==> src/design/exc_pkg.sv <==
package exc_pkg;

	// Widths fixed by the instruction set.
	localparam int WORD_W     = 32; // Data and address words.
	localparam int KIND_W     = 10; // Instruction kind from decode.
	localparam int DP_W       = 5;  // Upper field of a kind.
	localparam int SUB_W      = 5;  // Lower field of a kind.
	localparam int EXC_W      = 5;  // Cause.ExcCode width.
	localparam int NPC_W      = 4;  // Next-PC mode select.
	localparam int CP0_ADDR_W = 5;  // CP0 register number.
	localparam int HW_INT_W   = 6;  // External interrupt lines.

	typedef logic [WORD_W-1:0]     word_t;
	typedef logic [KIND_W-1:0]     kind_t;     // {data-path type, subtype}.
	typedef logic [DP_W-1:0]       dptype_t;
	typedef logic [EXC_W-1:0]      exc_code_t;
	typedef logic [NPC_W-1:0]      npc_mode_t;
	typedef logic [CP0_ADDR_W-1:0] cp0_addr_t;
	typedef logic [HW_INT_W-1:0]   hw_int_t;

	// Data-path types, taken from the upper half of a kind.
	localparam dptype_t DP_NONE    = 5'd0;  // Bubble or nop.
	localparam dptype_t DP_CAL_M   = 5'd1;  // Multiply or divide that writes HI/LO.
	localparam dptype_t DP_STORE_M = 5'd2;  // Memory store, or mthi/mtlo.
	localparam dptype_t DP_LOAD    = 5'd3;  // Memory load.
	localparam dptype_t DP_JUMP_C0 = 5'd4;  // Return through EPC.
	localparam dptype_t DP_MTC0    = 5'd5;  // Move to coprocessor 0.

	// Subtypes. For loads and stores they give the access width.
	localparam logic [SUB_W-1:0] SUB_WORD = 5'd0;
	localparam logic [SUB_W-1:0] SUB_HALF = 5'd1;
	localparam logic [SUB_W-1:0] SUB_BYTE = 5'd2;
	localparam logic [SUB_W-1:0] SUB_ERET = 5'd1; // Only meaningful under DP_JUMP_C0.

	// Cause.ExcCode values.
	localparam exc_code_t EXC_NONE = 5'd0;  // No fault found; shares its value with EXC_INT.
	localparam exc_code_t EXC_INT  = 5'd0;
	localparam exc_code_t EXC_ADEL = 5'd4;  // Address error on load.
	localparam exc_code_t EXC_ADES = 5'd5;  // Address error on store.
	localparam exc_code_t EXC_RI   = 5'd10; // Reserved instruction.
	localparam exc_code_t EXC_OV   = 5'd12; // Arithmetic overflow.

	// Fetch mode that loads the interrupt vector into the PC.
	localparam npc_mode_t NPC_ISR = 4'd4;

	// Coprocessor 0 register numbers.
	localparam cp0_addr_t CP0_SR    = 5'd12;
	localparam cp0_addr_t CP0_CAUSE = 5'd13;
	localparam cp0_addr_t CP0_EPC   = 5'd14;
	localparam cp0_addr_t CP0_PRID  = 5'd15;

	localparam word_t PRID_VALUE = 32'h0000_0e1f; // Read-only identification word.

	// Field positions inside Status and Cause.
	localparam int SR_IE_BIT     = 0;
	localparam int SR_EXL_BIT    = 1;
	localparam int SR_IM_LSB     = 10; // IM[7:2] sit in bits 15:10.
	localparam int CAUSE_EXC_LSB = 2;
	localparam int CAUSE_IP_LSB  = 10;
	localparam int CAUSE_BD_BIT  = 31;

endpackage

==> src/design/exc_if.sv <==
`timescale 1ns/1ps

// Trap decision and Status fields shared by the arbiter, CP0 block and handler.
interface exc_if;
	import exc_pkg::*;

	logic      take;      // A trap is taken this cycle.
	exc_code_t code;      // Code that goes into Cause.ExcCode.
	logic      bd;        // The victim sits in a branch-delay slot.
	word_t     victim_pc; // Address that goes into EPC.
	logic      eret;      // Eret retires without a trap.
	logic      ie;        // Status.IE.
	logic      exl;       // Status.EXL.
	hw_int_t   im;        // Status.IM for the hardware lines.

	// The arbiter needs the Status fields to qualify interrupts.
	modport arbiter (
		output take, code, bd, victim_pc, eret,
		input  ie, exl, im
	);

	// The register block owns Status and records the trap.
	modport cp0 (
		input  take, code, bd, victim_pc, eret,
		output ie, exl, im
	);

	modport handler (
		input take
	);

endinterface

==> src/design/cp0_regs.sv <==
`timescale 1ns/1ps

module cp0_regs (
	input  logic              clk,
	input  logic              rst_n,
	exc_if.cp0                ctl,
	input  exc_pkg::hw_int_t  hw_int, // Live interrupt lines for Cause.IP.
	input  logic              we,     // mtc0 strobe, already gated by the handler.
	input  exc_pkg::cp0_addr_t addr,
	input  exc_pkg::word_t    wdata,
	output exc_pkg::word_t    rdata,
	output exc_pkg::word_t    epc     // Return target for the fetch stage.
);
	import exc_pkg::*;

	// Status fields.
	logic      sr_ie;
	logic      sr_exl;
	hw_int_t   sr_im;

	// Cause fields. IP is not stored since it mirrors the pins.
	logic      cause_bd;
	exc_code_t cause_exc;

	word_t     epc_q;

	// Assembled views for mfc0.
	word_t     sr_word;
	word_t     cause_word;

	// Register update. A trap beats eret and eret beats mtc0.
	always_ff @(posedge clk) begin
		if (!rst_n) begin
			sr_ie     <= 1'b0; // Interrupts stay off until software enables them.
			sr_exl    <= 1'b0;
			sr_im     <= '0;
			cause_bd  <= 1'b0;
			cause_exc <= EXC_NONE;
			epc_q     <= '0;
		end else if (ctl.take) begin
			// EPC and BD keep the first victim while a handler is already running.
			if (!sr_exl) begin
				epc_q    <= ctl.victim_pc;
				cause_bd <= ctl.bd;
			end
			cause_exc <= ctl.code; // The code always reflects the latest trap.
			sr_exl    <= 1'b1;
		end else if (ctl.eret) begin
			sr_exl <= 1'b0; // Leave exception level on return.
		end else if (we) begin
			case (addr)
				CP0_SR: begin
					sr_ie  <= wdata[SR_IE_BIT];
					sr_exl <= wdata[SR_EXL_BIT];
					sr_im  <= wdata[SR_IM_LSB +: HW_INT_W];
				end
				CP0_EPC: begin
					epc_q <= wdata;
				end
				default: begin
					// Cause and PRId are not writable here.
				end
			endcase
		end
	end

	// Status word with only the implemented bits set.
	always_comb begin
		sr_word                           = '0;
		sr_word[SR_IE_BIT]                = sr_ie;
		sr_word[SR_EXL_BIT]               = sr_exl;
		sr_word[SR_IM_LSB +: HW_INT_W]    = sr_im;
	end

	// Cause word. IP shows the pins in the same cycle.
	always_comb begin
		cause_word                        = '0;
		cause_word[CAUSE_EXC_LSB +: EXC_W] = cause_exc;
		cause_word[CAUSE_IP_LSB +: HW_INT_W] = hw_int;
		cause_word[CAUSE_BD_BIT]          = cause_bd;
	end

	// mfc0 read port is purely combinational.
	always_comb begin
		case (addr)
			CP0_SR:    rdata = sr_word;
			CP0_CAUSE: rdata = cause_word;
			CP0_EPC:   rdata = epc_q;
			CP0_PRID:  rdata = PRID_VALUE;
			default:   rdata = '0; // Unimplemented registers read as zero.
		endcase
	end

	assign epc     = epc_q;

	// Status fields go back to the arbiter through the interface.
	assign ctl.ie  = sr_ie;
	assign ctl.exl = sr_exl;
	assign ctl.im  = sr_im;

endmodule

==> src/design/exc_arbiter.sv <==
`timescale 1ns/1ps

module exc_arbiter (
	input  exc_pkg::kind_t     mkind,  // Kind of the instruction in the memory stage.
	input  exc_pkg::exc_code_t m_exc,  // Code carried down from earlier stages.
	input  exc_pkg::word_t     m_addr, // Effective data address.
	input  exc_pkg::word_t     m_pc,
	input  logic               m_bd,
	input  exc_pkg::hw_int_t   hw_int,
	exc_if.arbiter             ctl
);
	import exc_pkg::*;

	dptype_t          m_dp;
	logic [SUB_W-1:0] m_sub;
	logic             m_active;    // A real instruction occupies the memory stage.
	logic             int_pending;
	logic             misaligned;
	exc_code_t        fault_code;
	exc_code_t        exc_final;
	logic             take;

	assign m_dp  = mkind[KIND_W-1 -: DP_W];
	assign m_sub = mkind[SUB_W-1:0];

	// A bubble can never be the victim of a trap.
	assign m_active = (m_dp != DP_NONE);

	// Unmasked line with interrupts on and no handler running.
	assign int_pending = (|(hw_int & ctl.im)) && ctl.ie && !ctl.exl;

	// Alignment check by access width.
	always_comb begin
		case (m_sub)
			SUB_WORD: misaligned = (m_addr[1:0] != 2'b00);
			SUB_HALF: misaligned = m_addr[0];
			SUB_BYTE: misaligned = 1'b0; // Any byte address is fine.
			default:  misaligned = 1'b0;
		endcase
	end

	// Only loads and stores can raise an address fault.
	always_comb begin
		fault_code = EXC_NONE;
		if (misaligned) begin
			if (m_dp == DP_LOAD) begin
				fault_code = EXC_ADEL;
			end else if (m_dp == DP_STORE_M) begin
				fault_code = EXC_ADES;
			end
		end
	end

	// An earlier stage's code is older, so it wins over a memory fault.
	assign exc_final = (m_exc != EXC_NONE) ? m_exc : fault_code;

	assign take = m_active && (int_pending || (exc_final != EXC_NONE));

	assign ctl.take = take;
	assign ctl.code = int_pending ? EXC_INT : exc_final; // Interrupt beats exception.
	assign ctl.bd   = m_bd;

	// In a delay slot the branch itself has to run again.
	assign ctl.victim_pc = m_bd ? (m_pc - 32'd4) : m_pc;

	// Eret only retires when nothing traps it.
	assign ctl.eret = (m_dp == DP_JUMP_C0) && (m_sub == SUB_ERET) && !take;

endmodule

==> src/design/exc_handler.sv <==
`timescale 1ns/1ps

module exc_handler (
	input  logic                rst_n,
	input  exc_pkg::kind_t      dkind,
	input  exc_pkg::kind_t      ekind,
	input  exc_pkg::kind_t      mkind,
	input  logic                stall,
	exc_if.handler              ctl,

	// Pipeline register flushes.
	output logic                cw_d_pff_rst,
	output logic                cw_e_pff_rst,
	output logic                cw_m_pff_rst,
	output logic                cw_w_pff_rst,

	// Fetch stage.
	input  exc_pkg::npc_mode_t  cw_f_npc_jump_mode_orig,
	output exc_pkg::npc_mode_t  cw_f_npc_jump_mode,
	input  logic                cw_f_pc_enable_orig,
	output logic                cw_f_pc_enable,

	// Execute stage.
	input  logic                cw_e_pff_rst_orig,
	output logic                cw_e_md_restore,
	output logic                cw_e_md_stop,

	// Memory stage.
	input  logic                cw_m_dm_write_enable_orig,
	output logic                cw_m_dm_write_enable,
	input  logic                cw_m_cp0_write_enable_orig,
	output logic                cw_m_cp0_write_enable
);
	import exc_pkg::*;

	dptype_t d_dp;
	dptype_t e_dp;
	dptype_t m_dp;
	logic    rst;   // Active-high copy of the reset.
	logic    take;

	assign d_dp = dkind[KIND_W-1 -: DP_W];
	assign e_dp = ekind[KIND_W-1 -: DP_W];
	assign m_dp = mkind[KIND_W-1 -: DP_W];

	assign rst  = !rst_n;
	assign take = ctl.take;

	// The slot after an eret must not execute, so decode is cleared unless held by a stall.
	assign cw_d_pff_rst = rst || take || ((d_dp == DP_JUMP_C0) && !stall);

	// Execute keeps its own flush request for hazard bubbles.
	assign cw_e_pff_rst = rst || take || cw_e_pff_rst_orig;

	assign cw_m_pff_rst = rst || take; // The victim and younger work are squashed.
	assign cw_w_pff_rst = rst || take;

	// Send fetch to the vector.
	assign cw_f_npc_jump_mode = take ? NPC_ISR : cw_f_npc_jump_mode_orig;

	// The PC must load even if fetch was stalled.
	assign cw_f_pc_enable = take || cw_f_pc_enable_orig;

	// A mthi/mtlo that already reached HI/LO has to be undone.
	assign cw_e_md_restore = take && (m_dp == DP_STORE_M);

	// Any HI/LO update still in flight is frozen.
	assign cw_e_md_stop = take &&
		((e_dp == DP_CAL_M) || (m_dp == DP_CAL_M) || (e_dp == DP_STORE_M));

	// No architectural state changes from a trapped instruction.
	assign cw_m_dm_write_enable  = !take && cw_m_dm_write_enable_orig;
	assign cw_m_cp0_write_enable = !take && cw_m_cp0_write_enable_orig;

endmodule

==> src/design/exc_unit.sv <==
`timescale 1ns/1ps

module exc_unit (
	input  logic                clk,
	input  logic                rst_n,

	// Stage kinds and hazard state.
	input  exc_pkg::kind_t      dkind,
	input  exc_pkg::kind_t      ekind,
	input  exc_pkg::kind_t      mkind,
	input  logic                stall,

	// Control-word overrides.
	output logic                cw_d_pff_rst,
	output logic                cw_e_pff_rst,
	output logic                cw_m_pff_rst,
	output logic                cw_w_pff_rst,
	input  exc_pkg::npc_mode_t  cw_f_npc_jump_mode_orig,
	output exc_pkg::npc_mode_t  cw_f_npc_jump_mode,
	input  logic                cw_f_pc_enable_orig,
	output logic                cw_f_pc_enable,
	input  logic                cw_e_pff_rst_orig,
	output logic                cw_e_md_restore,
	output logic                cw_e_md_stop,
	input  logic                cw_m_dm_write_enable_orig,
	output logic                cw_m_dm_write_enable,
	input  logic                cw_m_cp0_write_enable_orig,
	output logic                cw_m_cp0_write_enable,

	// Memory-stage trap sources.
	input  exc_pkg::exc_code_t  m_exc,
	input  exc_pkg::word_t      m_addr,
	input  exc_pkg::word_t      m_pc,
	input  logic                m_bd,
	input  exc_pkg::hw_int_t    hw_int,

	// mtc0 / mfc0 access.
	input  exc_pkg::cp0_addr_t  cp0_addr,
	input  exc_pkg::word_t      cp0_wdata,
	output exc_pkg::word_t      cp0_rdata,
	output exc_pkg::word_t      epc
);
	import exc_pkg::*;

	exc_if ctl (); // Trap decision and Status fields.

	exc_arbiter arb0 (
		.mkind  (mkind),
		.m_exc  (m_exc),
		.m_addr (m_addr),
		.m_pc   (m_pc),
		.m_bd   (m_bd),
		.hw_int (hw_int),
		.ctl    (ctl.arbiter)
	);

	// The CP0 write strobe is the handler's gated copy.
	cp0_regs cp0 (
		.clk    (clk),
		.rst_n  (rst_n),
		.ctl    (ctl.cp0),
		.hw_int (hw_int),
		.we     (cw_m_cp0_write_enable),
		.addr   (cp0_addr),
		.wdata  (cp0_wdata),
		.rdata  (cp0_rdata),
		.epc    (epc)
	);

	exc_handler hdl0 (
		.rst_n                      (rst_n),
		.dkind                      (dkind),
		.ekind                      (ekind),
		.mkind                      (mkind),
		.stall                      (stall),
		.ctl                        (ctl.handler),
		.cw_d_pff_rst               (cw_d_pff_rst),
		.cw_e_pff_rst               (cw_e_pff_rst),
		.cw_m_pff_rst               (cw_m_pff_rst),
		.cw_w_pff_rst               (cw_w_pff_rst),
		.cw_f_npc_jump_mode_orig    (cw_f_npc_jump_mode_orig),
		.cw_f_npc_jump_mode         (cw_f_npc_jump_mode),
		.cw_f_pc_enable_orig        (cw_f_pc_enable_orig),
		.cw_f_pc_enable             (cw_f_pc_enable),
		.cw_e_pff_rst_orig          (cw_e_pff_rst_orig),
		.cw_e_md_restore            (cw_e_md_restore),
		.cw_e_md_stop               (cw_e_md_stop),
		.cw_m_dm_write_enable_orig  (cw_m_dm_write_enable_orig),
		.cw_m_dm_write_enable       (cw_m_dm_write_enable),
		.cw_m_cp0_write_enable_orig (cw_m_cp0_write_enable_orig),
		.cw_m_cp0_write_enable      (cw_m_cp0_write_enable)
	);

endmodule

==> config.mk <==
export PLATFORM = sky130hd
export DESIGN_NAME = exc_unit
export DESIGN_NICKNAME = d
export VERILOG_FILES = /design/src/design/exc_pkg.sv /design/src/design/exc_if.sv /design/src/design/cp0_regs.sv /design/src/design/exc_arbiter.sv /design/src/design/exc_handler.sv /design/src/design/exc_unit.sv
export SDC_FILE = /design/constraint.sdc
export NUM_CORES = 1
export LEC_CHECK = 0
export ABC_CLOCK_PERIOD_IN_PS = 2200
export BUFFER_PORTS_ARGS = -buffer_cell sky130_fd_sc_hd__buf_2
export CAP_MARGIN = 20
export CORE_MARGIN = 5
export CORE_UTILIZATION = 38
export CTS_CLUSTER_DIAMETER = 50
export CTS_CLUSTER_SIZE = 8
export DETAILED_ROUTE_END_ITERATION = 8
export GPL_ROUTABILITY_DRIVEN = 0
export MAX_ROUTING_LAYER = met4
export PLACE_DENSITY = 0.89
export SETUP_SLACK_MARGIN = 0.15
export SLEW_MARGIN = 20
export SYNTH_ARGS = -nofsm -noshare
export SYNTH_HDL_FRONTEND = slang
export SYNTH_SLANG_ARGS = --single-unit
==> constraint.sdc <==
create_clock -name clk -period 2.2 [get_ports clk]
set_input_delay 0.44 -clock clk [delete_from_list [all_inputs] [get_ports clk]]
set_output_delay 0.44 -clock clk [all_outputs]
set_load 0.005 [all_outputs]
Word level (Yosys, flattened, before mapping)
Index checks and enable logic that the tools add are counted.

Flip-flop bits (word level): 46. Bits in latches: 0. Memory bits (writable): 0. Memory bits (read-only): 0. Input bits: 154. Memories kept: 0.

Add/subtract/negate cells: 1. $mul: 0. Div/mod/pow operators: 0. $lt $le $gt $ge: 0. Equal/unequal tests: 14. Shift operators: 0. Mux-type cells: 18. Bitwise logic cells: 4. Reductions and logical operators: 35.

Operator list (count): two-way mux 32 bit (6); one-hot mux 32 bit (4 select lines) (1); subtractor 32 x 3 -> 32 bit (second input constant) (1); == test 5 x 4 -> 1 bit (second input constant) (4); two-way mux 5 bit (4); == test 5 x 1 -> 1 bit (second input constant) (3); == test 5 x 2 -> 1 bit (second input constant) (3); nonzero test 5 bit (3); == test 5 x 3 -> 1 bit (second input constant) (2); logical AND 1 bit (10); AND reduction 4 bit (2); logical OR 1 bit (7); AND 6 bit (1); nonzero test 2 bit (3); nonzero test 3 bit (2); OR reduction 6 bit (1); logical NOT 5 bit (1); logical NOT 1 bit (4); two-way mux 1 bit (4); two-way mux 4 bit (1); AND reduction 2 bit (2); two-way mux 3 bit (1); NOT 1 bit (3); inequality test 2 x 1 -> 1 bit (second input constant) (1); other kinds (2) (2).

Logic depth before layout (Yosys ltp)
Depth after elaboration: 13. Mapped depth: 8. Mapped depth without buffers: 8.

Hierarchy
From an unflattened synthesis, not the netlist that was laid out.

Cells, all modules: 437. Area, all modules: 3658.5 um2.

By module, submodules not included: cp0_regs (times used 1, cells an instance 311, area an instance 2761.4 um2, seq. area each 920.9 um2); exc_arbiter (times used 1, cells an instance 107, area an instance 742.0 um2, seq. area each 0.0 um2); exc_handler (times used 1, cells an instance 19, area an instance 155.1 um2, seq. area each 0.0 um2).

Least setup slack after synthesis
OpenSTA, ideal clock, no wires.

Path kind: in2out. From: input hw_int[1]. To: output cw_w_pff_rst. Arrival time: 1963 ps. Required time: 1760 ps. Path slack: -203 ps. Stages: 7. Cells stage by stage: a22oi_1 -> a311oi_2 -> o31ai_2 -> and2_0 -> clkbuf_1 -> inv_1 -> buf_4.

Longest elaborated chain between the ends: 7.

Ends and longest elaborated chain: from (decl) (line exc_unit.sv:35) `input exc_pkg::hw_int_t hw_int,`; AND 6 bit (line exc_arbiter.sv:30) `assign int_pending = (|(hw_int & ctl.im)) && ctl.ie && !ctl.exl;`; OR reduction 6 bit (line exc_arbiter.sv:30); logical AND 1 bit (2 in a row) (line exc_arbiter.sv:30); logical OR 1 bit (line exc_arbiter.sv:57) `assign take = m_active && (int_pending || (exc_final != EXC_NONE));`; logical AND 1 bit (line exc_arbiter.sv:57); logical OR 1 bit; to (decl) (line exc_unit.sv:17) `output logic cw_w_pff_rst,`.

Every way passes these cells.

Final worst setup path
From: register cp0.sr_im[1] (netlist: cp0.ctl.im[1]). To: output cw_f_npc_jump_mode[3].

Longest elaborated chain between the ends: 7.

Ends and longest elaborated chain: from (decl) (line cp0_regs.sv:19) `hw_int_t sr_im;`; from (signal assigned) (line cp0_regs.sv:55) `sr_im <= wdata[SR_IM_LSB +: HW_INT_W];`; AND 6 bit (line exc_arbiter.sv:30); OR reduction 6 bit (line exc_arbiter.sv:30); logical AND 1 bit (2 in a row) (line exc_arbiter.sv:30); logical OR 1 bit (line exc_arbiter.sv:57); logical AND 1 bit (line exc_arbiter.sv:57); two-way mux 4 bit (line exc_handler.sv:59) `assign cw_f_npc_jump_mode = take ? NPC_ISR : cw_f_npc_jump_mode_orig;`; to (decl) (line exc_unit.sv:19) `output exc_pkg::npc_mode_t cw_f_npc_jump_mode,`.

Every way passes these cells.

==> reports/results.tsv <==
stage	metric	value	unit
outcome	status	finished, violations left	
outcome	violated checks	setup timing	
clock_tree	TritonCTS clock tree	built	
run	Max Cap Violations	0	
setup_path	worst reg2reg endpoint	cp0.epc[27]	
global_route	first-pass GRT wire length	21500	um
layout	n_diodes	0	
pwr	Pleak	0.00255	uW
setup_path	CP Launch Type	register	
setup_path	Worst Setup End Kind	primary output	
clock_tree	Clock Latency Late Sink	300	ps
logic_synthesis	library cells used by synthesis	58	
floorplanning	# rows	34	
setup_path	WS Path Type	reg2out	
logic_synthesis	Synth Register Bits	46	
setup_path	CP max FO	8	
layout	share of layout cells above drive strength 1	49.6	%
clock_tree	clock sinks	46	
timing	Slew Viols, Final	0	
setup_path	Worst EP required	1760	ps
timing	Rel. slew slack	63.9	%
place	number of I/O port buffers	190	
floorplanning	Die W	104	um
detailed_routing	vias after detailed routing	4322	
clock_tree	CTS clk-pin slew, worst paths	90	ps
global_route	grt total ovfl	0	
min_path	hold_sp	m_exc[4]	
detailed_routing	drt pass-1 iters	5	
timing	crit path time final	2250	ps
setup_path	WP data arrival	1810	ps
setup_path	r2r setup slk	70	ps
floorplanning	I/O pin count	231	
layout	Final Cell Area	0.00548	mm2
min_path	HP Class	in2reg	
setup_path	reg2reg path depth	11	
logic_synthesis	post-synthesis sequential area ratio	27.5	%
timing	Worst Tran Pin Value	536	ps
detailed_routing	DRC	0	
logic_synthesis	number of synthesized flops with an enable pin	0	
detailed_routing	vias per cell	5.53	
min_path	Worst Hold End	cp0.cause_exc[4]	
clock_tree	root buffer cell	clkbuf_8	
timing	Final Cycle Share	102	%
logic_synthesis	Syn Nets	586	
timing	fmax	443	MHz
logic_synthesis	top_reg_cell synth	dfxtp_1	
detailed_routing	final wirelength	14200	um
timing	final setup fails	11	
timing	RSZ-0062 raised after global routing	true	
pwr	Worst VDD drop	0.281	mV
logic_synthesis	Synth Warn #	0	
detailed_routing	Routed Antenna Nets	0	
place	dpl ws	-324	ps
min_path	worst hold stages	2	
global_route	Total GRT Usage	24.5	%
detailed_routing	DRT iter0 DRCs	220	
place	hpwl dp	10300	um
logic_synthesis	asr flop ratio synth	0	%
timing	post-route setup slack	-54.8	ps
floorplanning	core area	0.00868	mm2
floorplanning	die area	0.0108	mm2
detailed_routing	DR WL/cell	18.2	um
timing	Hold Slack	375	ps
clock_tree	Num CTS Buffers	5	
pwr	Cell Pwr Density	384	mW/mm2
layout	Nets	827	
global_route	via count of the first global-routing pass	4219	
logic_synthesis	Post-Syn Instances	431	
global_route	antenna violations before repair	0	
floorplanning	Initial Util	38.6	%
place	Cell Area, Placed	0.00471	mm2
global_route	largest net degree at the start of global routing	48	
floorplanning	Die Y-Extent	104	um
layout	Area Growth Syn to Fin	63.4	%
logic_synthesis	synthesized area	0.00335	mm2
logic_synthesis	Avg Inst Size Synth	7.78	um2
timing	Final Hold Vio Count	0	
clock_tree	H-tree Lvls	2	
pwr	Design Power	2100	uW
clock_tree	Clock Path Buffers	2	
setup_path	RR Startpoint	cp0.ctl.im[1]	
timing	Final Skew	11.8	ps
## flip-flops by register name (all words and copies together), names as in the netlist
| signal | flops |
|---|---|
| cp0.ctl.im | 6 |
| cp0.cause_bd | 1 |
| cp0.ctl.ie | 1 |
| cp0.ctl.exl | 1 |
| cp0.cause_exc | 5 |
| cp0.epc | 32 |
## what timing repair did
item,4_1_cts,5_1_grt
pin swaps,37,17
endpoints found under the setup margin,50,55
hold buffers,0,0
resized for setup,74,30
setup buffers,12,3
cloned,5,3
endpoints found under the hold margin,0,0
## how the worst max path moves through the flow
stage	start	end	slack, ps
2_1_floorplan	m_bd	cp0.epc[29]	-10
3_3_place_gp	hw_int[3]	cp0.epc[26]	-180
3_5_place_dp	m_pc[2]	cp0.epc[20]	-320
4_1_cts	cp0.ctl.im[3]	cw_d_pff_rst	-100
5_1_grt	cp0.ctl.im[1]	cw_d_pff_rst	-150
6_report	cp0.ctl.im[1]	cw_f_npc_jump_mode[3]	-50
## power by group
group	internal (uW)	total (uW)	switching, uW
Combinational	325	646	320
Sequential	883	929	45.5
Clock	224	527	304
## cell families after synthesis
family | after synthesis | synth area share (%)
XOR/XNOR | 28 | 7.32
multiplexers | 24 | 7.35
buffers and inverters | 35 | 5.56
AND/OR/NAND/NOR | 209 | 34.3
flip-flops | 46 | 27.5
adder cells (fa/ha/maj) | 1 | 0.373
AO/OA/AOI/OAI | 88 | 17.6
## through the flow
| stage | TNS [ps] | cells | util, % |
|---|---|---|---|
| detailed placement | -7460 | 750 | 54.3 |
| CTS | -972 | 775 | 60.6 |
| global placement | -4980 | 750 | 54.3 |
| floorplan | -14.0 | 431 | - |
| global route | -1860 | 781 | 63.1 |
| finish | -372 | 781 | 63.1 |
## synth_stat cells, drive strengths merged (14+ instances only)
master,instances,share of area [%]
nor3,22,3.4
mux2i,22,6.7
buf,15,3.2
o21ai,21,3.1
nand3,23,3.4
a21boi,15,3.4
dfxtp,46,27
nor2,32,3.6
clkbuf,16,1.9
nor2b,14,2.6
nand2,39,4.4
a21oi,16,2.4
and2,25,4.7
xnor2,19,5.0
## worst max-delay path, cell delays in order (launching register included)
cell and delay [ps]:
dfxtp_2 340, a22oi_2 180, a311oi_2 110, buf_4 170
o31ai_4 210, buf_6 140, buf_6 120, and2_4 140
buf_6 90
## layout by cell type, fill, tap and decap left out, drive strengths merged, types with 13 or more instances in the layout
cell type	count
dfxtp	46
nand2	40
xnor2	19
nor2b	14
a21oi	16
mux2i	22
o21ai	21
nor3	22
buf	260
nor2	32
and2	25
a21boi	15
nor4	13
nand3	23
## layout make-up
| cell class | count | area (um2) |
|---|---|---|
| Tap cell | 108 | 135 |
| Fill cell | 718 | 3200 |
| Inverter | 4 | 15.0 |
| Clock buffer | 5 | 68.8 |
| Timing Repair Buffer | 261 | 1710 |
| Clock inverter | 3 | 21.3 |
| Multi-Input combinational cell | 354 | 2600 |
| Sequential cell | 46 | 925 |
## routing by layer
| metal | global-route usage, % | wire, um |
|---|---|---|
| met1 | 29.2 | 5530 |
| met2 | 41.2 | 7080 |
| met3 | 4.66 | 1040 |
| met4 | 9.25 | 541 |
| met5 | - | 0 |
Power figures use the tool's default switching activity.
